==> src/hdl/zoom_config.svh <==
// video zoom configuration: line length, channel and pixel widths, buffer addressing
`ifndef ZOOM_CONFIG_SVH
`define ZOOM_CONFIG_SVH

// input pixels per active line, must be even
`define ZOOM_LINE_LENGTH 1920

`define ZOOM_CHAN_WIDTH 10   // one colour channel
`define ZOOM_PIXEL_WIDTH 32  // packed pixel, three channels plus two spare bits

// 1 page bit on top of 10 column bits
`define ZOOM_ADDR_WIDTH 11

`endif

==> src/hdl/zoom_video_pkg.sv <==
// video data types for the 2:1 downscaler and the per-channel averaging rule
`include "zoom_config.svh"

package zoom_video_pkg;

  typedef logic [`ZOOM_CHAN_WIDTH-1:0] chan_t;
  typedef logic [`ZOOM_PIXEL_WIDTH-1:0] pixel_t;

  // horizontally averaged pixel on its way to the line buffers
  typedef struct packed {
    logic   valid;
    pixel_t pix;
  } hpix_t;

  // half of a plus half of b per channel, each half rounded down
  function automatic pixel_t half_sum(pixel_t a, pixel_t b);
    pixel_t s;
    s = '0;  // bits 1:0 stay zero
    s[31:22] = chan_t'(a[31:22] >> 1) + chan_t'(b[31:22] >> 1);
    s[21:12] = chan_t'(a[21:12] >> 1) + chan_t'(b[21:12] >> 1);
    s[11:2] = chan_t'(a[11:2] >> 1) + chan_t'(b[11:2] >> 1);
    return s;
  endfunction

endpackage

==> src/hdl/pair_averager.sv <==
// horizontal stage: pairs up incoming pixels and emits their per-channel average
`timescale 1ns/1ns

module pair_averager (
  input  logic                   clk,
  input  logic                   rstn,
  input  logic                   frame_clr,
  input  logic                   de_in,
  input  zoom_video_pkg::pixel_t video_data_in,
  output zoom_video_pkg::hpix_t  hpix
);

  import zoom_video_pkg::*;

  logic   pair_phase;  // high once the first pixel of a pair is held
  pixel_t first_pix;

  always_ff @(posedge clk) begin
    if (!rstn) begin
      pair_phase <= 1'b0;
      hpix.valid <= 1'b0;
    end else begin
      hpix.valid <= 1'b0;  // single cycle pulse
      if (frame_clr || !de_in) begin
        pair_phase <= 1'b0;  // a new line always starts on a first pixel
      end else if (!pair_phase) begin
        first_pix  <= video_data_in;
        pair_phase <= 1'b1;
      end else begin
        pair_phase <= 1'b0;
        hpix.valid <= 1'b1;
        hpix.pix   <= half_sum(first_pix, video_data_in);
      end
    end
  end

endmodule

==> config.mk <==
export PLATFORM = sky130hd
export DESIGN_NAME = pair_averager
export DESIGN_NICKNAME = d
export VERILOG_FILES = /design/src/hdl/zoom_video_pkg.sv /design/src/hdl/pair_averager.sv
export VERILOG_INCLUDE_DIRS = /design/src /design/src/hdl
export SDC_FILE = /design/constraint.sdc
export NUM_CORES = 1
export LEC_CHECK = 0
export ABC_AREA = 1
export BUFFER_PORTS_ARGS = -buffer_cell sky130_fd_sc_hd__clkbuf_2
export CORE_MARGIN = 2
export CORE_UTILIZATION = 27
export DETAILED_ROUTE_END_ITERATION = 6
export GPL_TIMING_DRIVEN = 0
export HOLD_SLACK_MARGIN = 0.05
export PLACE_DENSITY = 0.47
export SLEW_MARGIN = 20
export SYNTH_ARGS = -nofsm -noshare
export SYNTH_HDL_FRONTEND = slang
export SYNTH_SLANG_ARGS = --single-unit
==> constraint.sdc <==
create_clock -name clk -period 5.05 [get_ports clk]
set_clock_uncertainty 0.1 [all_clocks]
set_input_delay 0.2525 -clock clk [delete_from_list [all_inputs] [get_ports clk]]
set_output_delay 0.2525 -clock clk [all_outputs]
set_load 0.005 [all_outputs]
Word-level counts from Yosys, hierarchy flattened
Index checks and enable logic that the tools add are counted.
Storage, ports and cells
  flip-flop bits (word level): 64
  input bits: 36
  output and inout port bits: 33
  logic and storage cells: 17
Cells by class
  add/sub/neg operators: 3
  muxes and demuxes: 2
  bitwise gates (word level): 3
  reduce and logical (&&, ||, !) cells: 5
Operator list (count)
  two-way mux 33 bit: 1
  adder 9 x 9 -> 10 bit: 3
  AND reduction 3 bit: 2
  NOT 1 bit: 3
  OR reduction 2 bit: 1
  logical NOT 1 bit: 1
  logical OR 1 bit: 1
  two-way mux 1 bit: 1

Logic depth before layout (Yosys ltp)
  depth after elaboration: 4
  mapped depth: 10
  mapped depth without buffers: 10

Worst setup path after synthesis
No wires, ideal clock.
  kind: input -> register
  start: input port de_in
  end: register hpix[10] (netlist bit) (enable)
  library setup time: 0.503 ns
  arrival time: 3.508 ns
  required time: 4.447 ns
  path slack: 0.938 ns
  stages: 2
  path buffers: 0
  cell sequence: inv_1 > nor4b_1
On the way
  cells in the longest elaborated chain, start to end: 4
Ends and longest elaborated chain
  start, declared: line pair_averager.sv:8  | input logic de_in,
  logical NOT 1 bit: line pair_averager.sv:24  | if (frame_clr || !de_in) begin
  logical OR 1 bit: line pair_averager.sv:24
  NOT 1 bit (no line)
  AND reduction 3 bit (no line)
  end, declared: line pair_averager.sv:10  | output zoom_video_pkg::hpix_t hpix
Every way passes these cells.
A chain may end at the register's enable or synchronous reset.

Worst setup path in the final report
  start: input port video_data_in[13]
  end: register hpix[20] (netlist bit), data pin
On the way
  cells in the longest elaborated chain, start to end: 1
Ends and longest elaborated chain
  start, declared: line pair_averager.sv:9  | input zoom_video_pkg::pixel_t video_data_in,
  adder 9 x 9 -> 10 bit: line zoom_video_pkg.sv:20  | s[21:12] = chan_t'(a[21:12] >> 1) + chan_t'(b[21:12] >> 1);
Every way passes these cells.

==> flow_summary.yaml <==
clock_tree:
  clk_pin_slew_ns: 0.05
  root_buffer: "clkbuf_16"
  worstSkewPairLatency_ns: 0.32
  numCtsBuffers: 9
  clock_path_buffers: 2
  cts_tree: "done"
  h-tree-depth: 3
  post_cts_resized: 0
  cts.sinks: 59
power_and_ir_drop:
  ir_drop_mv: 0.116
  total_power_mw: 1.23
  power_leakage_nw: 2.03
  power.density_nw_per_um2: 292
setup_path:
  critPathLaunchType: "primary input"
  crit_fanout: 3
  cp.required_ns: 5.02
  path_class: "in -> reg"
  r2r_cells: 3
  end_kind: "flip-flop"
  worstPathArrival_ns: 2.04
synth:
  synth_area_leaders: "edfxtp_1 54%, nand2_1 12%, ha_1 11%, inv_1 6.5%, nand3_1 2.9%"
  synth_top_area_cell: "edfxtp_1"
  synth_top_area_frac: 0.542
  syn_area_sq_um: 3160
  seq_area_frac_synth: 0.555
  synth-warning-count: 0
  syn_avg_cell_area_sq_um: 10.0
  synth_compound_area_frac: 0.0155
  synth-simple-area-share: 0.207
  synthXorXnorAreaFrac: 0.0250
  synth-seq-cells: 59
  synthAdderAreaFrac: 0.126
  synth_cell_types: 22
  synth_top_family_by_area: "simple AND/OR/NAND/NOR gates"
  synthCells: 314
  synthMuxAreaShare: 0
routing:
  detail_route.iter0.violations: 51
  wl_per_cell_microns: 10.7
  drt_wl_total_mm: 6.11
  ant_nets: 0
  drc: 0
  vias: 2340
  first_pass_iters: 4
  viasPerCell: 4.11
floorplanning:
  start_util: 0.276
  die_h_microns: 112
  fp-row-count: 39
  chipWidth_microns: 112
  coreArea_sq_um: 11400
  io_pins: 69
  dieArea_sq_um: 12600
finish:
  nNetsFinal: 489
  area.growth.synth_to_final_pct: 33.9
  fillers: 1211
  diodes: 0
  layout-drive-gt1-share: 0.211
timing:
  hold_viol: 0
  relSlewSlack: 0.525
  fmax_mhz: 484
  min_period_ns: 2.07
  finalSetupViolCount: 0
  rsz0062_at_grt: "no"
  worstMarginPinSlew_ns: 0.707
  fin_crit_sh: 0.409
  finalWorstSetupSlack_ns: 2.98
  maxSlewViolCount: 0
grt:
  overflow: 0
  grt_pass1_wl_mm: 10.4
  grt_antenna_before_repair: 0
  grt_max_degree: 10
  grt_pass1_vias: 2275
  grtUsageTotal: 0.106
placement:
  place_ws_ns: 2.99
  portBuffers: 61
  dpl.hpwl_mm: 4.67
  gp_congestion: 0.775
worst_hold_path:
  hp-class: "in -> reg"
  whs_path_depth: 2
run:
  max-cap-violations: 0
status:
  status: "completed"
[critical path, stage by stage]
cell,delay [ns]
dlygate4sd3_1,0.52
clkbuf_2,0.11
ha_1,0.16
inv_1,0.06
fa_1,0.40
inv_1,0.07
nand2_1,0.05
nand2_1,0.12
nand3_1,0.13
nand3_1,0.11
nand2_1,0.05
[cell type report]
cell class                      count  area, sq um  share of cell area
Buffer                              2         15.0             0.00355
Clock buffer                       11          233              0.0551
Clock inverter                      4         18.8             0.00444
Inverter                           55          206              0.0489
Multi-Input combinational cell    199         1200               0.284
Sequential cell                    59         1750               0.415
Tap cell                          143          179              0.0423
Timing Repair Buffer               97          623               0.147
[Yosys cell counts]
| library cell | n |
|---|---|
| nand2_1 | 102 |
| edfxtp_1 | 57 |
| inv_1 | 55 |
| ha_1 | 27 |
| nand3_1 | 18 |
| nor2_1 | 11 |
| a21oi_1 | 8 |
| xnor2_1 | 8 |
| nand3b_1 | 4 |
| or2_1 | 4 |
| fa_1 | 3 |
| nor3_1 | 3 |
| buf_4 | 2 |
| dfxtp_1 | 2 |
| nor4_1 | 2 |
| nor4b_1 | 2 |
| a21oi_2 | 1 |
| conb_1 | 1 |
| nand3_2 | 1 |
| nand3b_4 | 1 |
| or2_4 | 1 |
| xor2_1 | 1 |
[state kept, by name, summed over array words and instances (netlist names)]
name / cells
hpix: 31
first_pix: 27
pair_phase: 1
[report_power, final]
part           internal (mW)  switching (mW)  total (mW)
registers              0.553         0.00245       0.556
logic                 0.0706          0.0830       0.154
clock network          0.324           0.202       0.526
[final timing paths]
path	start	to	slack (ns)
setup reg to reg	pair_phase$_SDFF_PP0_	first_pix[31]$_DFFE_PP_	3.08
hold / removal	frame_clr	hpix[32]$_SDFF_PP0_	0.07
setup / recovery	video_data_in[13]	hpix[20]$_DFFE_PP_	2.98
hold reg to reg	pair_phase$_SDFF_PP0_	pair_phase$_SDFF_PP0_	0.40
[timing repair]
item | CTS | global route
endpoints found under the hold margin | 27 | 0
hold buffers | 27 | 0
buffers inserted | 0 | 0
[layer usage]
metal	vias up	global-route usage	wire length, microns
li1	1245	-	-
met1	1034	0.139	2950
met2	50	0.161	2750
met3	11	0.0243	252
met4	0	0.0610	162
met5	-	0	0
[cells by family (layout without fill, tap and decap cells)]
family	count (synthesis)	after routing
and+or+nand+nor	149	149
DFF	59	59
buffers and inverters	57	169
adders and majority gates	30	30
AOI/OAI and AO/OA	9	9
xor gates and xnor gates	9	9
other	1	2
[cells in the final DEF, fill, tap and decap left out]
| master | instances |
|---|---|
| buf_2 | 8 |
| xor2_1 | 1 |
| nor3_1 | 3 |
| dfxtp_1 | 2 |
| nor4b_2 | 1 |
| or2_4 | 1 |
| clkbuf_2 | 61 |
| clkbuf_1 | 2 |
| nor4b_1 | 1 |
| nand3b_1 | 4 |
| inv_1 | 55 |
| conb_1 | 2 |
| a21oi_1 | 8 |
| nor2_1 | 11 |
| buf_4 | 3 |
| clkinv_1 | 1 |
| xnor2_1 | 8 |
| or2_1 | 4 |
| nor4_1 | 1 |
| fa_1 | 3 |
| a21oi_2 | 1 |
| ha_1 | 27 |
| nand3_1 | 18 |
| clkbuf_16 | 9 |
| nand3b_4 | 1 |
| clkinv_2 | 3 |
| nand2_1 | 102 |
| nand3_2 | 1 |
| dlygate4sd3_1 | 27 |
| nor4_2 | 1 |
| edfxtp_1 | 57 |
[per-stage QoR]
step | TNS (ns) | hold slack, ns | util | instance area, sq um | cells
finish | 0 | 0.0677 | 0.370 | 4230 | 570
global route | 0 | 0.0632 | 0.370 | 4230 | 570
CTS | 0 | 0.0517 | 0.370 | 4230 | 570
detailed placement | 0 | 0.356 | 0.324 | 3700 | 528
global placement | -49.78 | 0.339 | 0.319 | 3640 | 519
floorplan | 0 | 0.229 | - | 3160 | 315
Note: power is estimated with default switching activity, not from simulation.
