[src/hdl/zoom_config.svh]
// video zoom configuration: line length, channel and pixel widths, buffer addressing
`ifndef ZOOM_CONFIG_SVH
`define ZOOM_CONFIG_SVH

// input pixels per active line, must be even
`define ZOOM_LINE_LENGTH 1920

`define ZOOM_CHAN_WIDTH 10   // one colour channel
`define ZOOM_PIXEL_WIDTH 32  // packed pixel, three channels plus two spare bits

// 1 page bit on top of 10 column bits
`define ZOOM_ADDR_WIDTH 11

`endif

[src/hdl/zoom_video_pkg.sv]
// video data types for the 2:1 downscaler and the per-channel averaging rule
`include "zoom_config.svh"

package zoom_video_pkg;

  typedef logic [`ZOOM_CHAN_WIDTH-1:0] chan_t;
  typedef logic [`ZOOM_PIXEL_WIDTH-1:0] pixel_t;

  // horizontally averaged pixel on its way to the line buffers
  typedef struct packed {
    logic   valid;
    pixel_t pix;
  } hpix_t;

  // half of a plus half of b per channel, each half rounded down
  function automatic pixel_t half_sum(pixel_t a, pixel_t b);
    pixel_t s;
    s = '0;  // bits 1:0 stay zero
    s[31:22] = chan_t'(a[31:22] >> 1) + chan_t'(b[31:22] >> 1);
    s[21:12] = chan_t'(a[21:12] >> 1) + chan_t'(b[21:12] >> 1);
    s[11:2] = chan_t'(a[11:2] >> 1) + chan_t'(b[11:2] >> 1);
    return s;
  endfunction

endpackage

[src/hdl/zoom_ctrl_pkg.sv]
// control types for the downscaler: line phases, buffer addresses, read and write requests
`include "zoom_config.svh"

package zoom_ctrl_pkg;

  // even lines go to buffer 0, odd lines to buffer 1, page flips every pair
  typedef enum logic [1:0] {
    line_a_page0 = 2'd0,
    line_b_page0 = 2'd1,
    line_a_page1 = 2'd2,
    line_b_page1 = 2'd3
  } line_phase_e;

  typedef logic [`ZOOM_ADDR_WIDTH-1:0] buf_addr_t;  // {page, column}

  typedef struct packed {
    logic                  en;
    buf_addr_t             addr;
    zoom_video_pkg::pixel_t data;
  } ram_wr_t;

  typedef struct packed {
    logic      valid;
    buf_addr_t addr;
  } rd_req_t;

endpackage

[src/hdl/line_phase_fsm.sv]
// line phase FSM: tracks the four line phases and routes averaged pixels into the buffers
`timescale 1ns/1ns
`include "zoom_config.svh"

module line_phase_fsm #(
  parameter int line_length = `ZOOM_LINE_LENGTH
) (
  input  logic                  clk,
  input  logic                  rstn,
  input  logic                  vs_in,
  input  zoom_video_pkg::hpix_t hpix,
  output zoom_ctrl_pkg::ram_wr_t wr0,
  output zoom_ctrl_pkg::ram_wr_t wr1,
  output logic                  pair_ready,
  output logic                  ready_page,
  output logic                  frame_clr
);

  import zoom_ctrl_pkg::*;

  localparam int col_w = `ZOOM_ADDR_WIDTH - 1;
  localparam logic [col_w-1:0] half_cnt = col_w'(line_length / 2);

  logic              vs_d0;
  logic              vs_d1;
  line_phase_e       phase;
  line_phase_e       next_phase;
  logic [col_w-1:0]  wr_col;
  logic              cur_page;
  logic              is_line_b;
  logic              wr_hit;
  buf_addr_t         wr_addr;

  // vs falling edge restarts the frame
  always_ff @(posedge clk) begin
    if (!rstn) begin
      vs_d0 <= 1'b0;
      vs_d1 <= 1'b0;
    end else begin
      vs_d0 <= vs_in;
      vs_d1 <= vs_d0;
    end
  end

  assign frame_clr = vs_d1 && !vs_d0;

  assign cur_page  = (phase == line_a_page1) || (phase == line_b_page1);
  assign is_line_b = (phase == line_b_page0) || (phase == line_b_page1);

  always_comb begin
    case (phase)
      line_a_page0: next_phase = line_b_page0;
      line_b_page0: next_phase = line_a_page1;
      line_a_page1: next_phase = line_b_page1;
      default:      next_phase = line_a_page0;
    endcase
  end

  always_ff @(posedge clk) begin
    if (!rstn) begin
      phase      <= line_a_page0;
      wr_col     <= '0;
      pair_ready <= 1'b0;
      ready_page <= 1'b0;
    end else if (frame_clr) begin
      phase      <= line_a_page0;
      wr_col     <= '0;
      pair_ready <= 1'b0;
    end else begin
      pair_ready <= 1'b0;
      if (wr_col == half_cnt) begin  // half-line complete
        wr_col <= '0;
        phase  <= next_phase;
        if (is_line_b) begin
          pair_ready <= 1'b1;
          ready_page <= cur_page;  // page just filled in both buffers
        end
      end else if (hpix.valid) begin
        wr_col <= wr_col + 1'b1;
      end
    end
  end

  assign wr_hit  = hpix.valid && !frame_clr;
  assign wr_addr = {cur_page, wr_col};

  always_comb begin
    wr0.en   = wr_hit && !is_line_b;  // line a of the pair
    wr0.addr = wr_addr;
    wr0.data = hpix.pix;
    wr1.en   = wr_hit && is_line_b;
    wr1.addr = wr_addr;
    wr1.data = hpix.pix;
  end

endmodule

[config.mk]
export PLATFORM = sky130hd
export DESIGN_NAME = line_phase_fsm
export DESIGN_NICKNAME = d
export VERILOG_FILES = /design/src/hdl/zoom_video_pkg.sv /design/src/hdl/zoom_ctrl_pkg.sv /design/src/hdl/line_phase_fsm.sv
export VERILOG_INCLUDE_DIRS = /design/src /design/src/hdl
export SDC_FILE = /design/constraint.sdc
export NUM_CORES = 1
export LEC_CHECK = 0
export BUFFER_PORTS_ARGS = -buffer_cell sky130_fd_sc_hd__buf_2
export CORE_UTILIZATION = 40
export CTS_CLUSTER_DIAMETER = 40
export DETAILED_ROUTE_END_ITERATION = 12
export PLACE_DENSITY_LB_ADDON = 0.3
export SLEW_MARGIN = 10
export SYNTH_ARGS = -nofsm -noshare
export SYNTH_HDL_FRONTEND = slang
export SYNTH_SLANG_ARGS = --single-unit
[constraint.sdc]
create_clock -name clk -period 3.15 [get_ports clk]
set_input_delay 0.63 -clock clk [delete_from_list [all_inputs] [get_ports clk]]
set_output_delay 0.63 -clock clk [all_outputs]
set_load 0.05 [all_outputs]
After elaboration in Yosys (flattened, before gate mapping)
Index checks and enable logic that the tools add are counted.
{"block": "totals", "inputBits": 36, "regBits": 16}
{"block": "op_classes", "eq_ne": 4, "addsub": 1, "bitwise_logic": 3, "reduce_logical": 14, "mux": 2}
{"op": "$add A10 B1 Y10 const B", "count": 1}
{"op": "$eq A10 B10 Y1 const B", "count": 1}
{"op": "$pmux W2 S3", "count": 1}
{"op": "$reduce_or A3 Y1", "count": 2}
{"op": "$eq A2 B2 Y1 const B", "count": 2}
{"op": "$logic_and A1 B1 Y1", "count": 4}
{"op": "$logic_not A1 Y1", "count": 3}
{"op": "$not A1 Y1", "count": 3}
{"op": "$reduce_and A3 Y1", "count": 1}
{"op": "$eq A2 B1 Y1 const B", "count": 1}
{"op": "$logic_not A2 Y1", "count": 1}
{"op": "$logic_or A1 B1 Y1", "count": 2}
{"op": "$reduce_or A2 Y1", "count": 1}
{"op": "$mux W1", "count": 1}

Logic depth before layout (Yosys ltp)
{"block": "logic_depth", "word_depth": 5, "depth_mapped": 7, "ltp_nobuf": 6}

Worst setup path before layout
OpenSTA, ideal clock, no wires.
{"block": "synth_timing", "path_type": "input port to output port", "start": "input hpix[32] (netlist bit)", "end": "output wr0[43] (netlist bit)", "slack_ps": 1155, "t_arrival_ps": 1365, "cell_stages": 2, "n_path_buf": 1, "cell_sequence": "clkbuf_1 and3_1"}
{"item": "from (decl)", "line_no": "line_phase_fsm.sv:11", "text": "input zoom_video_pkg::hpix_t hpix,"}
{"item": "to (decl)", "line_no": "line_phase_fsm.sv:12", "text": "output zoom_ctrl_pkg::ram_wr_t wr0,"}

==> run metrics <==
std cell rows=20; #FFs+latches synth=16; port bufs=30; final setup TNS=0 ns; Placed Cells=160; Worst setup SP type=flip-flop; H-tree depth=1; CTS tree=built; R2R depth=4; Non-Filler Instances=roughly 160; Detailed Route Iter0 Violations=10; fin crit share=about 70%; Setup violations, final=0; clock slew at reported path FFs=0.09 ns; Worst Path Required=between 2 and 3 ns; Vias per Instance=about 4.4; crit end category=primary output; crit path time final=roughly 2.2 ns; Synth top area share=a little over two fifths; distinct cell type count after synthesis=24; setup bufs post-CTS=0; critical path depth=6; largest net degree at the start of global routing=11; global-route wire length before repair=just over 3000 um; Total GRT Usage=a little under an eighth; Worst Path Buf+Inv=2; CTS max path bufs=2; die extent in y=between 60 and 70 um; worst setup path category=reg -> out; Peak Freq=roughly 460 MHz; Data arrival, critical path=around 1.6 ns; Cell Area, Synth=~1400 um^2; Hold Crit Class=reg -> reg; slew margin rel.=between 70% and 80%; Area contributors post-synth=buf_4 42%, dfxtp_1 24%, ha_1 6.4%; RSZ-0062 raised after global routing=false; crit-path cells=inv_1 -> ha_1 -> nor2_1 -> nor2_1 -> and2_1 -> buf_2; initial antenna violation count=0; Top delay family on crit path=flip-flops; area grow syn2layout=-25.3%; drt first pass iters=4; Post-Syn Nets=between 200 and 250; nets@finish=around 160; total power=roughly 0.40 mW; number of global-route vias before repair=650; Avg WL per Cell=~13 um; post-route ant nets=0; Crit Path Max Fanout=5; largest area contributor in the netlist=buf_4; register area=roughly 320 um^2; Ports=approximately 130; Antenna diodes=0; Mapped Avg Cell Area=just over 8 um^2; Initial Util=between 40% and 50%; Peak supply drop=0.154 mV; cell repeated most along the worst path=nor2_1; slowest CP cell=dfxtp_1; die area=between 3000 and 4000 um^2; clk_skew=roughly 0.005 ns; HPWL Detailed=1670 um; Final Cell Area=between 1000 and 1500 um^2; area of the multi-input gates=427 um^2; hold buffer count at CTS=0; RePlAce Congestion=around 0.76; CTS resizes=0; Vias=slightly above 700; post-synthesis cell count=164; YS warnings=0; Fill cells=about 340; Max Slew Vio Count=0; Root Driver=clkbuf_4; final hold violation count=0; Remaining DRCs=0; worst slew pin tran=between 0.3 and 0.4 ns; status=finished clean; chip width=about 60 um; P_leak=roughly 0.49 nW; GRT overflow=0; post-synthesis sequential area ratio=between 20% and 30%; max_cap viols=0; Hold Path Depth=1; CTS buffer count=3; Area after DPL=978 um^2; Worst-Skew Late Latency=~0.29 ns; CORE AREA=roughly 3100 um^2; worst stage delay on the critical path=0.41 ns; Pwr Density=around 390 nW/um^2; layout cell share with drive strength beyond 1=32.5%; routed wire length=just over 2000 um; Clock Sinks=16
placed cells by master (no fill, tap or decap), types with 2 or more instances in the layout:
| cell type | count |
|---|---|
| and2_1 | 3 |
| buf_2 | 30 |
| clkbuf_4 | 3 |
| dfxtp_1 | 16 |
| ha_1 | 7 |
| inv_1 | 7 |
| mux2i_1 | 3 |
| nand2_1 | 5 |
| nand3_1 | 3 |
| nand4_1 | 2 |
| nor2_1 | 18 |
| nor3_1 | 4 |
| xnor2_1 | 6 |
| xor2_1 | 3 |
cell families after synthesis:
logic type,synth area share (%)
AO/OA/AOI/OAI,1.29
multiplexers,2.21
XOR/XNOR,5.80
flip-flops,23.6
AND/OR/NAND/NOR,15.7
buffers and inverters,45.0
adder cells (fa/ha/maj),6.45
Yosys cell counts:
| cell type | number |
|---|---|
| a21oi_1 | 1 |
| dfxtp_1 | 16 |
| and3_1 | 1 |
| and2_1 | 3 |
| inv_1 | 7 |
| ha_1 | 7 |
| nor2_1 | 18 |
| and3_2 | 1 |
| buf_4 | 76 |
| nand2b_1 | 1 |
| nor3_4 | 1 |
| nand4_1 | 2 |
| or2_2 | 1 |
| buf_6 | 1 |
| xnor2_1 | 6 |
| clkbuf_1 | 1 |
| nand2_1 | 5 |
| nand3_1 | 3 |
| a211oi_2 | 1 |
| nor3_1 | 4 |
| mux2i_1 | 3 |
| or4_4 | 1 |
| xor2_1 | 3 |
| or2_1 | 1 |
registers in the layout (all words and copies together), names as in the netlist:
register	flops
pair_ready	1
phase	2
ready_page	1
vs_d0	1
vs_d1	1
wr_col	10
area by class of cell:
type,count,share of cell area [%]
Inverter,7,2.59
Sequential cell,16,31.6
Timing Repair Buffer,30,14.8
Tap cell,44,5.43
Multi-Input combinational cell,63,42.0
Clock buffer,4,3.58
where the power goes:
| group | internal, mW | switching [mW] | total, mW |
|---|---|---|---|
| clock | 0.0704 | 0.0682 | 0.139 |
| combinational | 0.0120 | 0.0345 | 0.0465 |
| sequential | 0.206 | 0.00420 | 0.210 |
through the flow:
stage | setup slack [ns] | util [%] | hold slack [ns]
after floorplan | 1.16 | - | 0.420
after global routing | 0.839 | 32.4 | 0.487
after detailed placement | 1.26 | 31.3 | 0.443
final | 0.967 | 32.4 | 0.458
after CTS | 0.931 | 32.4 | 0.467
after global placement | 1.30 | 31.3 | 0.430
path summary, 6_finish.rpt:
kind                                          endpoint  slack, ns                    from
worst max-delay path                           wr1[43]       0.97   phase[1]$_SDFFE_PP0N_
worst min-delay path                  vs_d1$_SDFF_PN0_       0.46        vs_d0$_SDFF_PN0_
worst max register to register  wr_col[8]$_SDFFE_PP0P_       1.33  wr_col[3]$_SDFFE_PP0P_
worst min register to register        vs_d1$_SDFF_PN0_       0.46        vs_d0$_SDFF_PN0_
worst register-to-register path: cells and delay by family (launching register included):
| kind | cells | cell delay (ns) |
|---|---|---|
| and+or+nand+nor | 4 | 1.33 |
| DFF | 1 | 0.39 |
layer usage:
metal	routed length (um)	share of wire [%]	GRT usage, %	vias up
met5	0	0	0	-
met4	119	5.8	11.0	0
met1	721	35	11.7	312
met3	224	11	4.11	22
met2	1000	48	19.0	44
li1	-	-	-	346
Power figures use the tool's default switching activity.
