### src/hdl/zoom_config.svh
// video zoom configuration: line length, channel and pixel widths, buffer addressing
`ifndef ZOOM_CONFIG_SVH
`define ZOOM_CONFIG_SVH

// input pixels per active line, must be even
`define ZOOM_LINE_LENGTH 1920

`define ZOOM_CHAN_WIDTH 10   // one colour channel
`define ZOOM_PIXEL_WIDTH 32  // packed pixel, three channels plus two spare bits

// 1 page bit on top of 10 column bits
`define ZOOM_ADDR_WIDTH 11

`endif

### src/hdl/zoom_video_pkg.sv
// video data types for the 2:1 downscaler and the per-channel averaging rule
`include "zoom_config.svh"

package zoom_video_pkg;

  typedef logic [`ZOOM_CHAN_WIDTH-1:0] chan_t;
  typedef logic [`ZOOM_PIXEL_WIDTH-1:0] pixel_t;

  // horizontally averaged pixel on its way to the line buffers
  typedef struct packed {
    logic   valid;
    pixel_t pix;
  } hpix_t;

  // half of a plus half of b per channel, each half rounded down
  function automatic pixel_t half_sum(pixel_t a, pixel_t b);
    pixel_t s;
    s = '0;  // bits 1:0 stay zero
    s[31:22] = chan_t'(a[31:22] >> 1) + chan_t'(b[31:22] >> 1);
    s[21:12] = chan_t'(a[21:12] >> 1) + chan_t'(b[21:12] >> 1);
    s[11:2] = chan_t'(a[11:2] >> 1) + chan_t'(b[11:2] >> 1);
    return s;
  endfunction

endpackage

### src/hdl/zoom_ctrl_pkg.sv
// control types for the downscaler: line phases, buffer addresses, read and write requests
`include "zoom_config.svh"

package zoom_ctrl_pkg;

  // even lines go to buffer 0, odd lines to buffer 1, page flips every pair
  typedef enum logic [1:0] {
    line_a_page0 = 2'd0,
    line_b_page0 = 2'd1,
    line_a_page1 = 2'd2,
    line_b_page1 = 2'd3
  } line_phase_e;

  typedef logic [`ZOOM_ADDR_WIDTH-1:0] buf_addr_t;  // {page, column}

  typedef struct packed {
    logic                  en;
    buf_addr_t             addr;
    zoom_video_pkg::pixel_t data;
  } ram_wr_t;

  typedef struct packed {
    logic      valid;
    buf_addr_t addr;
  } rd_req_t;

endpackage

### src/hdl/readout_timer.sv
// readout timer: issues one burst of column reads from the ready page after each line pair
`timescale 1ns/1ns
`include "zoom_config.svh"

module readout_timer #(
  parameter int line_length = `ZOOM_LINE_LENGTH
) (
  input  logic                   clk,
  input  logic                   rstn,
  input  logic                   frame_clr,
  input  logic                   pair_ready,
  input  logic                   ready_page,
  output zoom_ctrl_pkg::rd_req_t rd_req
);

  localparam int col_w = `ZOOM_ADDR_WIDTH - 1;
  localparam logic [col_w-1:0] last_col = col_w'(line_length / 2 - 1);

  logic             busy;
  logic             rd_page;  // latched at burst start
  logic [col_w-1:0] rd_col;

  always_ff @(posedge clk) begin
    if (!rstn) begin
      busy    <= 1'b0;
      rd_page <= 1'b0;
      rd_col  <= '0;
    end else if (frame_clr) begin
      busy   <= 1'b0;
      rd_col <= '0;
    end else if (pair_ready) begin
      busy    <= 1'b1;
      rd_page <= ready_page;
      rd_col  <= '0;
    end else if (busy) begin
      if (rd_col == last_col) begin
        busy   <= 1'b0;
        rd_col <= '0;
      end else begin
        rd_col <= rd_col + 1'b1;
      end
    end
  end

  always_comb begin
    rd_req.valid = busy;
    rd_req.addr  = {rd_page, rd_col};
  end

endmodule

### config.mk
export PLATFORM = sky130hd
export DESIGN_NAME = readout_timer
export DESIGN_NICKNAME = d
export VERILOG_FILES = /design/src/hdl/zoom_video_pkg.sv /design/src/hdl/zoom_ctrl_pkg.sv /design/src/hdl/readout_timer.sv
export VERILOG_INCLUDE_DIRS = /design/src /design/src/hdl
export SDC_FILE = /design/constraint.sdc
export NUM_CORES = 1
export LEC_CHECK = 0
export BUFFER_PORTS_ARGS = -buffer_cell sky130_fd_sc_hd__buf_2
export CAP_MARGIN = 40
export CORE_UTILIZATION = 24
export CTS_CLUSTER_DIAMETER = 100
export DETAILED_ROUTE_END_ITERATION = 7
export PLACE_DENSITY = 0.44
export RECOVER_POWER = 100
export SYNTH_ARGS = -nofsm -noshare
export SYNTH_HDL_FRONTEND = slang
export SYNTH_SLANG_ARGS = --single-unit
### constraint.sdc
create_clock -name clk -period 2 [get_ports clk]
set_clock_uncertainty 0.1 [all_clocks]
set_input_delay 0.1 -clock clk [delete_from_list [all_inputs] [get_ports clk]]
set_output_delay 0.1 -clock clk [all_outputs]
set_load 0.01 [all_outputs]
Word level (Yosys, flattened, before mapping)
Index checks and enable logic that the tools add are counted.
Widths: inputs -> output; s select.
{"block": "word_totals", "mem_bits_ro": 0, "ramBits": 0, "mem_count": 0, "latchBits": 0, "reg_bits": 12, "elab_cells": 14, "output_inout_bits": 12, "input_bits": 5}
{"block": "classes", "div": 0, "n_eq_ne": 1, "reduce_logical": 3, "n_addsub": 1, "shifts": 0, "mul": 0, "magnitude_cmp": 0, "mux": 4, "bitwise_logic": 2}
{"operator": "$add 10x1->10 const B", "count": 1}
{"operator": "$eq 10x10->1 const B", "count": 1}
{"operator": "$mux 10", "count": 1}
{"operator": "$mux 1", "count": 3}
{"operator": "$reduce_or 3->1", "count": 1}
{"operator": "$not 1->1", "count": 2}
{"operator": "$reduce_and 2->1", "count": 1}
{"operator": "$reduce_or 2->1", "count": 1}

Longest topological paths before layout
{"block": "logic_depth", "ltp_word": 4, "depth_mapped": 4, "ltp_nobuf": 4}

Worst setup path before layout
OpenSTA, ideal clock, no wires.
{"block": "synth_timing", "kind": "reg-to-reg", "start": "register rd_col[0]", "end": "register rd_col[8]", "period_less_slack_ps": 1579, "required_ps": 1830, "path_stages_with_launch": 5, "arrival_time_ps": 1409, "path_slack_ps": 421, "n_path_buf": 0, "setup_time_ps": 70, "path_cell_list": "dfxtp_1 ha_1 nand3_1 or4b_1 a21oi_1"}
{"block": "synth_between", "elab_chain_len": 2, "elab_cells_between_ends": 3, "cone_classes": "add/sub (1); eq/ne (1); mux (1)"}
{"element": "from (decl)", "line": "readout_timer.sv:21", "text": "logic [col_w-1:0] rd_col;"}
{"element": "from (signal assigned)", "line": "readout_timer.sv:40", "text": "rd_col <= rd_col + 1'b1;"}
{"element": "$add 10x1->10 or $eq 10x10->1 (tied branches)", "line": "readout_timer.sv:40, readout_timer.sv:36"}
{"element": "$mux 10 (*)", "line": "readout_timer.sv:36", "text": "if (rd_col == last_col) begin"}
Every way passes the cells marked *; elsewhere a longest branch is shown, timed or not.
A chain may end at the register's enable or synchronous reset.

Worst setup path after layout
{"block": "layout_timing", "start": "register rd_col[0]", "end": "register busy"}
{"block": "layout_between", "elab_chain_len": 4}
{"element": "$eq 10x10->1", "line": "readout_timer.sv:36"}
{"element": "$mux 1", "line": "readout_timer.sv:36"}
{"element": "$mux 1", "line": "readout_timer.sv:35", "text": "end else if (busy) begin"}
{"element": "$mux 1", "line": "readout_timer.sv:31", "text": "end else if (pair_ready) begin"}
{"element": "to (signal assigned)", "line": "readout_timer.sv:29", "text": "busy <= 1'b0;"}
{"element": "to (signal assigned)", "line": "readout_timer.sv:32", "text": "busy <= 1'b1;"}
{"element": "to (signal assigned)", "line": "readout_timer.sv:37", "text": "busy <= 1'b0;"}
{"element": "to (decl)", "line": "readout_timer.sv:19", "text": "logic busy;"}
Every way passes these cells.

==> summary.md <==
| Metric | Value |
|---|---|
| Leakage component of the power | `0.246 nW` |
| Initial Util | `25.4%` |
| Reg area | `241 sq um` |
| Count of cell types in the netlist | `31` |
| Antenna violations before repair | `0` |
| Normalized max-slew margin | `between 70% and 80%` |
| Critical path launch point type | `flip-flop` |
| Internal power of the cells | `0.366 mW` |
| Data required time at the worst endpoint | `about 2.1 ns` |
| Final critical-path share of the clock period | `92.2%` |
| Clock tree from TritonCTS | `done` |
| Final HPWL DP | `about 1.0 mm` |
| Share of layout cells above drive strength 1 | `16.9%` |
| Proportion of register bits with asynchronous set or reset after synthesis | `0%` |
| Met2 routed WL | `578 um` |
| Routability Congestion | `~0.74` |
| Top layer reached by signal wires | `met4` |
| Worst setup EP type | `flip-flop` |
| Endpoints failing setup | `0` |
| Gate count of the mapped netlist | `~70` |
| Worst setup path class | `reg -> reg` |
| Worst min-delay path category | `in -> reg` |
| Die height | `roughly 53 um` |
| Gr usage total | `11.9%` |
| Dominant cell type by area after synthesis | `dfxtp_1` |
| Post-layout nets | `96` |
| GR Overflow Total | `0` |
| Final-report max-slew violation count | `0` |
| Synthesized area per cell | `approximately 9.2 sq um` |
| Area of the multi-input gates | `362 sq um` |
| First-pass detailed-route iteration total | `4` |
| Synth top area share | `between 30% and 40%` |
| Top_reg_cell synth | `dfxtp_1` |
| Final antenna diode count | `0` |
| Number of vias after detailed routing | `583` |
| Measured slew at the worst slew-check pin | `0.444 ns` |
| Dominant cells by area after synthesis | `dfxtp_1 (39%), nor2_1 (4.8%), xor2_1 (4.2%), nand3_1 (4.0%), nand4_1 (4.0%)` |
| Area growth from synthesis to layout | `26.1%` |
| Count of pins on the block boundary | `17` |
| Pwr dens | `598 nW/um^2` |
| Number of synthesized register bits | `12` |
| Total number of H-tree levels | `1` |
| Netlist area before placement | `623 sq um` |
| Number of port buffers | `16` |
| Count of max-cap constraint violations | `0` |
| Maximum frequency from static timing analysis | `0.542 GHz` |
| Data arrival time of the critical path | `approximately 1.9 ns` |
| Post-synthesis sequential area ratio | `38.6%` |
| Clock Tree Root | `clkbuf_4` |
| Site row count | `18` |
| Leading cell type in the layout, fill and taps excluded | `clkbuf_1` |
| Total wire length after detailed routing | `approximately 1.4 mm` |
| Critical-path maximum fanout | `7` |
| Post-synth EDFFs | `0` |
| Switching power share of the total | `22.2%` |
| Clock power share | `42.5%` |
| Layout Cell Area excl Fill | `786 sq um` |
| Routed metal-1 wirelength | `771 um` |
| Core Area | `approximately 2500 sq um` |
| Overall die area | `2800 sq um` |
| Leading cell types in the layout, fill and taps excluded | `clkbuf_1 (13), dfxtp_1 (11), nor2_1 (8)` |
| Portion of total power attributed to combinational logic | `between 5 and 6%` |
| Chip Width | `53.0 um` |
| Met3 wire length | `75 um` |
| Number of warning messages in the yosys log | `0` |
| Via density per instance | `4.90` |
| Net switching power of the design | `between 0.1 and 0.15 mW` |
| Instance area at placement | `between 700 and 800 sq um` |
| Post-CTS Setup Inserts | `0` |
| Clock latency at the later pin of the worst-skew pair | `0.28 ns` |
| DRT iter0 DRCs | `11` |
| Maximum number of pins on one net before global-route repair | `13` |
| Status | `finished, final reports clean` |
| Number of DRC violations after detailed routing | `0` |
| Vias in the first global route | `537` |
| Number of clock sinks seen by CTS | `12` |
| Peak supply drop | `240 uV` |
| Final hold vios | `0` |
| Relative contribution of sequential cells to total power | `52.2%` |
| Post-route antenna net violation count | `0` |
| Syn nets | `between 70 and 80` |
| Maximum clock insertion buffer count | `2` |
| Filler cell count | `274` |
| First-pass GRT wire length | `2.34 mm` |
| Clock buffer count from CTS | `3` |
| Fin crit period | `1.84 ns` |
| TNS Setup | `0 ns` |
| Wire per inst | `roughly 12 um` |
| Total Power Consumption | `about 0.47 mW` |
| Setup repair after global routing missed its margin | `false` |
| Clock transition at the registers of the reported paths | `roughly 0.08 ns` |
-- state kept, by name, indices dropped and copies added, names as in the netlist --
name and cells:
busy 1, rd_col 10, rd_page 1
-- repair_timing --
item / 4_1_cts / 5_1_grt
endpoints found under the hold margin: 2 / 0
endpoints found under the setup margin: 0 / 1
gates resized for setup: 0 / 2
hold buffers: 4 / 0
-- worst max-delay path: stages, from the launching register on --
cell and delay, ns:
dfxtp_1 0.46, ha_2 0.28, nor4b_1 0.26, nor4b_1 0.09
dlygate4sd3_1 0.56
-- synthesized netlist by cell type, types with 2 or more instances --
| master | instances |
|---|---|
| dfxtp_1 | 12 |
| nor4b_1 | 2 |
| xor2_1 | 3 |
| mux2i_1 | 2 |
| nand4_1 | 4 |
| nor2_1 | 8 |
| o31ai_1 | 2 |
| o21ai_0 | 3 |
| nand2_1 | 2 |
| buf_4 | 2 |
| nor2b_1 | 2 |
| a21oi_1 | 3 |
| nand3_1 | 5 |
-- final cells by class --
| class | count | area share [%] |
|---|---|---|
| Timing Repair Buffer | 21 | 13.9 |
| Sequential cell | 12 | 30.7 |
| Multi-Input combinational cell | 52 | 46.0 |
| Tap cell | 30 | 4.78 |
| Clock buffer | 4 | 4.62 |
-- per-layer routing --
layer	GRT usage, %	vias to the layer above
li1	-	298
met1	15.6	267
met2	17.1	16
met3	3.45	2
met4	6.58	0
met5	0	-
-- path summary, 6_finish.rpt --
check / to / slack [ns] / depth (start not counted) / startpoint
worst max-delay path: busy$_SDFF_PP0_ / 0.16 / 4 / rd_col[0]$_SDFFE_PP0P_
worst max register to register: busy$_SDFF_PP0_ / 0.16 / 4 / rd_col[0]$_SDFFE_PP0P_
worst min-delay path: rd_col[7]$_SDFFE_PP0P_ / 0.12 / 3 / pair_ready
worst min register to register: rd_col[7]$_SDFFE_PP0P_ / 0.44 / 1 / rd_col[7]$_SDFFE_PP0P_
-- through the flow --
stage          util [%]  instances  setup slack (ns)  hold WS, ns
6_report           32.0        119             0.155        0.124
5_1_grt            32.0        119            0.0226        0.142
4_1_cts            32.6        119             0.122        0.125
3_3_place_gp       29.5        111             0.396        0.217
3_5_place_dp       29.5        111             0.352        0.213
2_1_floorplan         -         68             0.421       0.0767
-- cell families (layout without fill, tap and decap cells) --
kind of cell,count (synthesis),count (layout),synth area share (%)
flops,12,12,38.6
buf+inv,4,25,3.81
fa+ha+maj,1,1,2.01
simple gates,32,32,32.3
xor+xnor,4,4,5.62
compound gates,13,13,14.5
mux,2,2,3.21
-- power groups by stage --
| stage | clock network, mW | registers [mW] | logic, mW |
|---|---|---|---|
| floorplan | 0 | 0.248 | 0.0160 |
| global placement | 0 | 0.251 | 0.0213 |
| detailed placement | 0 | 0.251 | 0.0210 |
| CTS | 0.207 | 0.245 | 0.0267 |
| global route | 0.215 | 0.246 | 0.0281 |
| finish | 0.200 | 0.245 | 0.0251 |
No activity file was read; power rests on OpenSTA's default activity.
