===== config.mk =====
export PLATFORM = sky130hd
export DESIGN_NAME = vertical_averager
export DESIGN_NICKNAME = d
export VERILOG_FILES = /design/src/hdl/zoom_video_pkg.sv /design/src/hdl/vertical_averager.sv
export VERILOG_INCLUDE_DIRS = /design/src /design/src/hdl
export SDC_FILE = /design/constraint.sdc
export NUM_CORES = 1
export LEC_CHECK = 0
export BUFFER_PORTS_ARGS = -buffer_cell sky130_fd_sc_hd__buf_2
export CORE_ASPECT_RATIO = 2
export CORE_MARGIN = 2
export CORE_UTILIZATION = 48
export CTS_CLUSTER_DIAMETER = 100
export CTS_CLUSTER_SIZE = 30
export DETAILED_ROUTE_END_ITERATION = 8
export GPL_TIMING_DRIVEN = 0
export PLACE_DENSITY = 0.85
export SETUP_SLACK_MARGIN = 0.3
export SYNTH_ARGS = -nofsm -noshare
export SYNTH_HDL_FRONTEND = slang
export SYNTH_SLANG_ARGS = --single-unit

===== constraint.sdc =====
create_clock -name clk -period 3.6 [get_ports clk]
set_clock_uncertainty 0.05 [all_clocks]
set_input_delay 0.72 -clock clk [delete_from_list [all_inputs] [get_ports clk]]
set_output_delay 0.72 -clock clk [all_outputs]
set_load 0.01 [all_outputs]

===== src/hdl/zoom_config.svh =====
// video zoom configuration: line length, channel and pixel widths, buffer addressing
`ifndef ZOOM_CONFIG_SVH
`define ZOOM_CONFIG_SVH

// input pixels per active line, must be even
`define ZOOM_LINE_LENGTH 1920

`define ZOOM_CHAN_WIDTH 10   // one colour channel
`define ZOOM_PIXEL_WIDTH 32  // packed pixel, three channels plus two spare bits

// 1 page bit on top of 10 column bits
`define ZOOM_ADDR_WIDTH 11

`endif


===== src/hdl/zoom_video_pkg.sv =====
// video data types for the 2:1 downscaler and the per-channel averaging rule
`include "zoom_config.svh"

package zoom_video_pkg;

  typedef logic [`ZOOM_CHAN_WIDTH-1:0] chan_t;
  typedef logic [`ZOOM_PIXEL_WIDTH-1:0] pixel_t;

  // horizontally averaged pixel on its way to the line buffers
  typedef struct packed {
    logic   valid;
    pixel_t pix;
  } hpix_t;

  // half of a plus half of b per channel, each half rounded down
  function automatic pixel_t half_sum(pixel_t a, pixel_t b);
    pixel_t s;
    s = '0;  // bits 1:0 stay zero
    s[31:22] = chan_t'(a[31:22] >> 1) + chan_t'(b[31:22] >> 1);
    s[21:12] = chan_t'(a[21:12] >> 1) + chan_t'(b[21:12] >> 1);
    s[11:2] = chan_t'(a[11:2] >> 1) + chan_t'(b[11:2] >> 1);
    return s;
  endfunction

endpackage


===== src/hdl/vertical_averager.sv =====
// vertical stage: averages the two buffer outputs and drives the scaled video out
`timescale 1ns/1ns

module vertical_averager (
  input  logic                   clk,
  input  logic                   rstn,
  input  logic                   frame_clr,
  input  logic                   rd_valid,
  input  zoom_video_pkg::pixel_t rd_data0,
  input  zoom_video_pkg::pixel_t rd_data1,
  output logic                   de_out,
  output zoom_video_pkg::pixel_t video_data_out
);

  import zoom_video_pkg::*;

  logic rd_valid_d;  // lines up with the buffer read latency

  always_ff @(posedge clk) begin
    if (!rstn) begin
      rd_valid_d     <= 1'b0;
      de_out         <= 1'b0;
      video_data_out <= '0;
    end else if (frame_clr) begin
      rd_valid_d     <= 1'b0;
      de_out         <= 1'b0;
      video_data_out <= '0;
    end else begin
      rd_valid_d     <= rd_valid;
      de_out         <= rd_valid_d;
      // zero outside the burst
      video_data_out <= rd_valid_d ? half_sum(rd_data0, rd_data1) : '0;
    end
  end

endmodule


== After elaboration in Yosys (flattened, before gate mapping) ==
Cells that the tools add are included.
Word-level totals
  register bits after elaboration: 34
  output and inout port bits: 33
  word-level logic and storage cells: 11
Cells by class
  add/subtract/negate cells: 3
  bitwise gates (word level): 2
  reductions and logical operators: 2
Operators by type and width (number)
  9-bit by 9-bit adder with 10-bit output: 3
  3-bit OR reduction: 1
  1-bit NOT: 2
  2-bit OR reduction: 1

== Longest topological paths before layout ==
Gate-level depths: netlist of the first run.
  depth in word-level cells: 2
  depth in mapped cells: 8

== Worst setup path before layout of the first run ==
Ideal clock, no wire load.
  kind: input to register
  start: input rd_data0[23]
  end: register video_data_out[30]
  library setup time: 0.071 ns
  arrival time: 2.180 ns
  path slack: 1.299 ns
  stages on the path: 8
  path buffers: 0
  cell sequence: ha_1 inv_1 fa_1 and2b_1 o2111ai_1 and3_4 or3_1 a21oi_1
Between the ends
  word-level cells in the longest chain between the ends: 1
Ends and longest elaborated chain
  from (decl): RTL line vertical_averager.sv:9  | input zoom_video_pkg::pixel_t rd_data0,
  9-bit by 9-bit adder with 10-bit output: RTL line zoom_video_pkg.sv:19  | s[31:22] = chan_t'(a[31:22] >> 1) + chan_t'(b[31:22] >> 1);
  to (signal assigned): RTL line vertical_averager.sv:32  | video_data_out <= rd_valid_d ? half_sum(rd_data0, rd_data1) : '0;
  to (decl): RTL line vertical_averager.sv:12  | output zoom_video_pkg::pixel_t video_data_out
Every way passes these cells.
A chain may end at the register's enable or synchronous reset.

== Worst setup path in the final report of the first run ==
Ends and elaborated chain as after synthesis.

==> reports/metrics.cfg, run 1 <==
[place]
post-place-ws_ns=1.08
dp_hpwl_um=3670
gp_congestion=0.850
portBuffers=88

[setup_path]
crit_required_ns=3.75
r2r_setup_slack_ns=2.29
startpoint_type=primary input
reg2reg_from=rd_valid_d
cp_slowest_cell=fa_1
crit_chain=buf_2 > ha_1 > inv_1 > fa_1 > and2b_1 > o2111ai_1 > and3_4 > or3_1 > a21oi_1
cp-startpoint=rd_data0[23]
path_buf_inv=2
r2r_cells=5
worstSetupPathType=primary input to flop
crit_path_max_incr_delay_ns=0.37
critPathMaxFanout=3
reg2reg_to=video_data_out[21]
endpoint_kind=flop
cpLargestDelayFamily=simple AND/OR/NAND/NOR gates
crit_arrival_ns=2.37

[die]
rows=32
dieArea_mm2=0.00447
die_h_um=92.6
initial_core_util_pct=49.5
die_w_um=48.3
core-area_mm2=0.00380
io_pins=101

[finish]
n_antenna_cell=0
layout_common_cells=buf_2, dfxtp_1, ha_1
layout-drive-gt1-share_pct=35.5
num-nets-final=398
final_common_cell=buf_2
area_growth_pct=33.7

[global_routing]
grt_max_degree=11
grt_pass1_vias=1753
grt_overflow_total=0
grt_antenna_before_repair=0
grt_pass1_wl_um=6820
grtUsageTotal_pct=20.8

[logic_synthesis]
synth_cells=204
synth_flop_cell=dfxtp_1
yosysWarnings=0
synth.largest_area_cell=dfxtp_1
seq_area_frac_synth_pct=34.0
syn_area_mm2=0.00188
synth-seq-cells=32
yosys-top-cells-area=dfxtp_1, ha_1, nor2_1
synth_edf_count=0
synth-async-reset-ratio_pct=0
synth_top_area_share_pct=34.0
synth_cell_types=41
syn_area_per_cell_um2=9.22

[clock_network]
post_cts_buffers=0
path_clk_slew_ns=0.07
clock_latency_ns=0.27
ctsHoldBuffers=0
max-clock-path-buffers=2
htreeDepth=2
ctsResizeCount=0
cts-root-buf=clkbuf_8
cts_tree=built
cts.sinks=32
cts_buffers=5

[hold_path]
hold_path_class=flop to flop
whs_path_depth=2
min_delay_worst_endpoint=video_data_out[7]
hold_path_startpoint=rd_valid_d

[sta]
finalCritPeriodShare_pct=61.7
setup_viol=0
tns_ns=0
drv_slew=0
hold_viol_final=0
worstMarginPinSlew_ns=0.549
clock.fmax_mhz=450
slew_headroom_pct=63.4
fin_ws_ns=1.38
rsz0062_at_grt=no
fin_crit_ns=2.22

[drt]
drtAntennaViolNets=0
num_vias=1744
first_pass_iters=4
drc=0
drt_iter0_drc=18
wire_per_inst_um=12.0
totalWireLength_um=4240
vias_per_cell=4.95

[power]
p_leak_nw=1.31
ir_worst_vdd_uv=327
p_per_area_mw_per_mm2=376

[flow_run]
max_cap_viol_count=0

[outcome]
status=complete, no violations

cell families (layout without fill, tap and decap cells):
| group | after synthesis | in the layout | share of synthesized area (%) |
|---|---|---|---|
| AO/OA/AOI/OAI | 36 | 36 | 13.2 |
| XOR/XNOR | 16 | 16 | 7.45 |
| adder cells (fa/ha/maj) | 30 | 30 | 21.1 |
| buffers and inverters | 16 | 112 | 3.66 |
| flip-flops | 32 | 32 | 34.0 |
| multiplexers | 1 | 1 | 0.532 |
| other | 1 | 2 | 0.199 |
| AND/OR/NAND/NOR | 72 | 72 | 19.7 |
Yosys cell counts (all sizes together) (2+ instances only):
cell / instances
dfxtp: 32
ha: 27
nor2: 26
a21oi: 11
inv: 11
nand3: 10
o21ai: 10
xnor2: 8
xor2: 8
and2: 7
nand2: 7
nor3: 5
nand2b: 4
buf: 3
fa: 3
nor2b: 3
o31ai: 3
a21o: 2
and2b: 2
clkbuf: 2
nand3b: 2
o211ai: 2
o41ai: 2
or2: 2
worst min-delay path: stages (launching register included):
cell and delay, ns:
dfxtp_1 0.30, nand3b_1 0.17, nor3_1 0.09
through the flow:
step           hold slack [ns]  total power [mW]  util (%)  cells  area [µm²]
2_1_floorplan            0.474             0.518         -    205        1890
3_3_place_gp             0.522             0.577      62.8    344        2390
3_5_place_dp             0.542             0.585      62.8    344        2390
4_1_cts                  0.550             0.954      66.2    352        2520
5_1_grt                  0.583             0.998      66.2    352        2520
6_report                 0.557             0.945      66.2    352        2520
cell type report:
cell class | instances | area, µm²
buffer | 5 | 27.5
clock buffer | 7 | 96.3
clock inverter | 1 | 30.0
fill | 349 | 1290
inverter | 11 | 41.3
multi-input combinational | 157 | 1180
sequential | 32 | 641
tap | 51 | 63.8
timing repair buffer | 88 | 440
where the power goes:
part / switching (mW) / internal [mW] / total, mW
clock network: 0.125 / 0.244 / 0.369
logic: 0.108 / 0.107 / 0.215
registers: 0.00118 / 0.359 / 0.361
registers in the layout, summed over array words and instances, names as in the netlist:
signal          cells
rd_valid_d          1
video_data_out     30
de_out              1
metal layers:
layer | vias to the layer above | global-route usage, % | routed length, µm | share of wire [%]
met5 | - | 0 | 0 | 0
met4 | 0 | 10.6 | 86 | 2.0
met3 | 6 | 2.92 | 198 | 4.7
met2 | 60 | 39.8 | 2560 | 60
met1 | 787 | 17.9 | 1390 | 33
li1 | 891 | - | - | -
how the worst max path moves through the flow:
stage,endpoint,depth (start not counted)
final,video_data_out[30],9
after global routing,video_data_out[30],9
after CTS,video_data_out[10],8
after detailed placement,video_data_out[10],8
after global placement,video_data_out[10],8
after floorplan,video_data_out[30],8
Note: power is estimated with default switching activity, not from simulation.
==> run 2, diff against run 1 <==
--- a/config.mk
+++ b/config.mk
@@ -9,12 +9,12 @@
 export BUFFER_PORTS_ARGS = -buffer_cell sky130_fd_sc_hd__buf_2
 export CORE_ASPECT_RATIO = 2
 export CORE_MARGIN = 2
-export CORE_UTILIZATION = 48
+export CORE_UTILIZATION = 45
 export CTS_CLUSTER_DIAMETER = 100
 export CTS_CLUSTER_SIZE = 30
 export DETAILED_ROUTE_END_ITERATION = 8
 export GPL_TIMING_DRIVEN = 0
-export PLACE_DENSITY = 0.85
+export PLACE_DENSITY = 0.8
 export SETUP_SLACK_MARGIN = 0.3
 export SYNTH_ARGS = -nofsm -noshare
 export SYNTH_HDL_FRONTEND = slang
==> constraint.sdc (replaced) <==
create_clock -name clk -period 2.26 [get_ports clk]
set_clock_uncertainty 0.05 [all_clocks]
set_input_delay 0.452 -clock clk [delete_from_list [all_inputs] [get_ports clk]]
set_output_delay 0.452 -clock clk [all_outputs]
set_load 0.01 [all_outputs]
==> run 2 against run 1 <==
Design area is essentially flat. Critical path type unchanged. Hold slack lost 0.19 ns. Final cell count grew 0.28%. Via count grew 1.1%. Die area grew 6.2%. Global-route usage shrank 2.1 points. Sequential share of layout area is essentially flat. Worst setup slack lost 0.96 ns. Clock power grew 21%. Critical path depth is the same. Critical endpoint unchanged.
==> reports/metrics.cfg, run 2 (synthesized netlist as in run 1, its figures left out) <==
[outcome]
status=complete, no violations  ; unchanged

[finish]
largest_register_ffs=30  ; unchanged
area_growth_pct=33.6  ; was 33.7%
layout.cells.non_filler=353  ; was 352
top_regs=video_data_out: 30 flops, de_out: 1 flops, rd_valid_d: 1 flops  ; unchanged
layout_common_cells=buf_2, dfxtp_1, nor2_1, ha_1  ; was buf_2, dfxtp_1, ha_1
num-nets-final=398  ; unchanged
final_common_cell=buf_2  ; unchanged
regMostFlops=video_data_out  ; unchanged
layout-drive-gt1-share_pct=37.5  ; was 35.5%
n_antenna_cell=0  ; unchanged

[clock_network]
cts_tree=built  ; unchanged
path_clk_slew_ns=0.07  ; about the same
cts.sinks=32  ; unchanged
cts-root-buf=clkbuf_8  ; unchanged
max-clock-path-buffers=2  ; unchanged
ctsResizeCount=0  ; unchanged
clock_latency_ns=0.28  ; was 0.27 ns
htreeDepth=2  ; unchanged
cts_buffers=5  ; unchanged
ctsHoldBuffers=0  ; unchanged
post_cts_buffers=0  ; unchanged

[sta]
slew_headroom_pct=62.1  ; was 63.4%
setup_viol=0  ; unchanged
clock.fmax_mhz=542
finalCritPeriodShare_pct=81.7
rsz0062_at_grt=no  ; unchanged
hold_viol_final=0  ; unchanged
tns_ns=0  ; unchanged
worstMarginPinSlew_ns=0.569  ; was 0.549 ns
fin_crit_ns=1.85
drv_slew=0  ; unchanged

[setup_path]
r2r_setup_slack_ns=0.94  ; was 2.29 ns
startpoint_type=primary input  ; unchanged
path_depth=9  ; unchanged
reg2reg_to=video_data_out[21]  ; unchanged
crit_arrival_ns=2.01  ; was 2.37 ns
cp-startpoint=rd_data0[23]  ; unchanged
crit_path_max_incr_delay_ns=0.32  ; was 0.37 ns
cpLargestDelayFamily=simple AND/OR/NAND/NOR gates  ; unchanged
worstSetupPathType=primary input to flop  ; unchanged
cp_slowest_cell=fa_2  ; was fa_1
endpoint_kind=flop  ; unchanged
crit_chain=buf_2 > ha_4 > inv_2 > fa_2 > and2b_2 > o2111ai_2 > and3_4 > or3_1 > a21oi_2  ; was buf_2 > ha_1 > inv_1 > fa_1 > and2b_1 > o2111ai_1 > and3_4 > or3_1 > a21oi_1
r2r_cells=5  ; unchanged
critPathMaxFanout=3  ; unchanged
reg2reg_from=rd_valid_d  ; unchanged
path_buf_inv=2  ; unchanged
worstSetupEndpoint=video_data_out[30]  ; unchanged
crit_required_ns=2.42  ; was 3.75 ns

[drt]
first_pass_iters=4  ; unchanged
num_vias=1764  ; was 1744
totalWireLength_um=4190  ; was 4240 µm
drtAntennaViolNets=0  ; unchanged
drc=0  ; unchanged
wire_per_inst_um=11.9  ; was 12.0 µm
drt_iter0_drc=19  ; was 18
vias_per_cell=5.00  ; was 4.95

[place]
dp_hpwl_um=3600  ; was 3670 µm
place_inst=345  ; was 344
portBuffers=88  ; unchanged
gp_congestion=0.900  ; was 0.850

[die]
io_pins=101  ; unchanged
dieArea_mm2=0.00475  ; was 0.00447 mm²
core-area_mm2=0.00405  ; was 0.00380 mm²
die_w_um=49.7  ; was 48.3 µm
initial_core_util_pct=46.5  ; was 49.5%
rows=33  ; was 32
die_h_um=95.5  ; was 92.6 µm

[global_routing]
grt_pass1_wl_um=6760  ; was 6820 µm
grt_max_degree=11  ; unchanged
grt_pass1_vias=1724  ; was 1753
grtUsageTotal_pct=18.6  ; was 20.8%
grt_overflow_total=0  ; unchanged
grt_antenna_before_repair=0  ; unchanged

[power]
p_per_area_mw_per_mm2=545  ; was 376 mW/mm²
p_leak_nw=1.29  ; was 1.31 nW
ir_worst_vdd_uv=508  ; was 327 µV

[flow_run]
max_cap_viol_count=0  ; unchanged

[hold_path]
hold_path_class=primary input to flop  ; was flop to flop

==> run 2: changes by cell type in the layout (fill, tap and decap cells not counted), sizes merged <==
cell,previous run,this run
clkbuf,9,10
bufinv,1,0
==> run 2: layout make-up <==
class	count	area (µm²)
clock buffers	8	90.1
multi-input cells	157	1210
well taps	52	65.1
repair buffers	88	440
plain buffers	5	27.5
fillers	371	1530
flip-flops and latches	32	641
inverters	11	41.3
==> run 2: worst min path at each step <==
stage	cells after the start	slack, ns	from	end
after floorplan	2	0.47	rd_valid_d	video_data_out[7]
after global placement	2	0.53	rd_valid_d	video_data_out[7]
after detailed placement	2	0.53	rd_valid_d	video_data_out[7]
after CTS	2	0.36	rd_valid	rd_valid_d
after global routing	2	0.37	rd_valid	rd_valid_d
final	2	0.37	rd_valid	rd_valid_d
==> run 2: where the power goes <==
part / switching (mW) / internal, mW
Combinational: 0.174 / 0.175
Sequential: 0.00210 / 0.573
Clock: 0.198 / 0.248
==> run 2: per-stage QoR <==
step	hold WS (ns)	area [µm²]	total power [mW]	setup slack, ns	utilization (%)
floorplan	0.474	1910	0.831	0.289	-
global placement	0.531	2420	0.929	0.0989	59.8
detailed placement	0.532	2420	0.937	0.0777	59.8
CTS	0.364	2510	1.38	0.358	62.0
global route	0.375	2510	1.44	0.319	62.1
finish	0.370	2510	1.37	0.414	62.1
==> run 2: per-layer routing <==
layer | track usage, % | wire, µm
met5 | 0 | 0
met4 | 13.0 | 160
met3 | 2.82 | 210
met2 | 38.2 | 2430
met1 | 15.2 | 1390
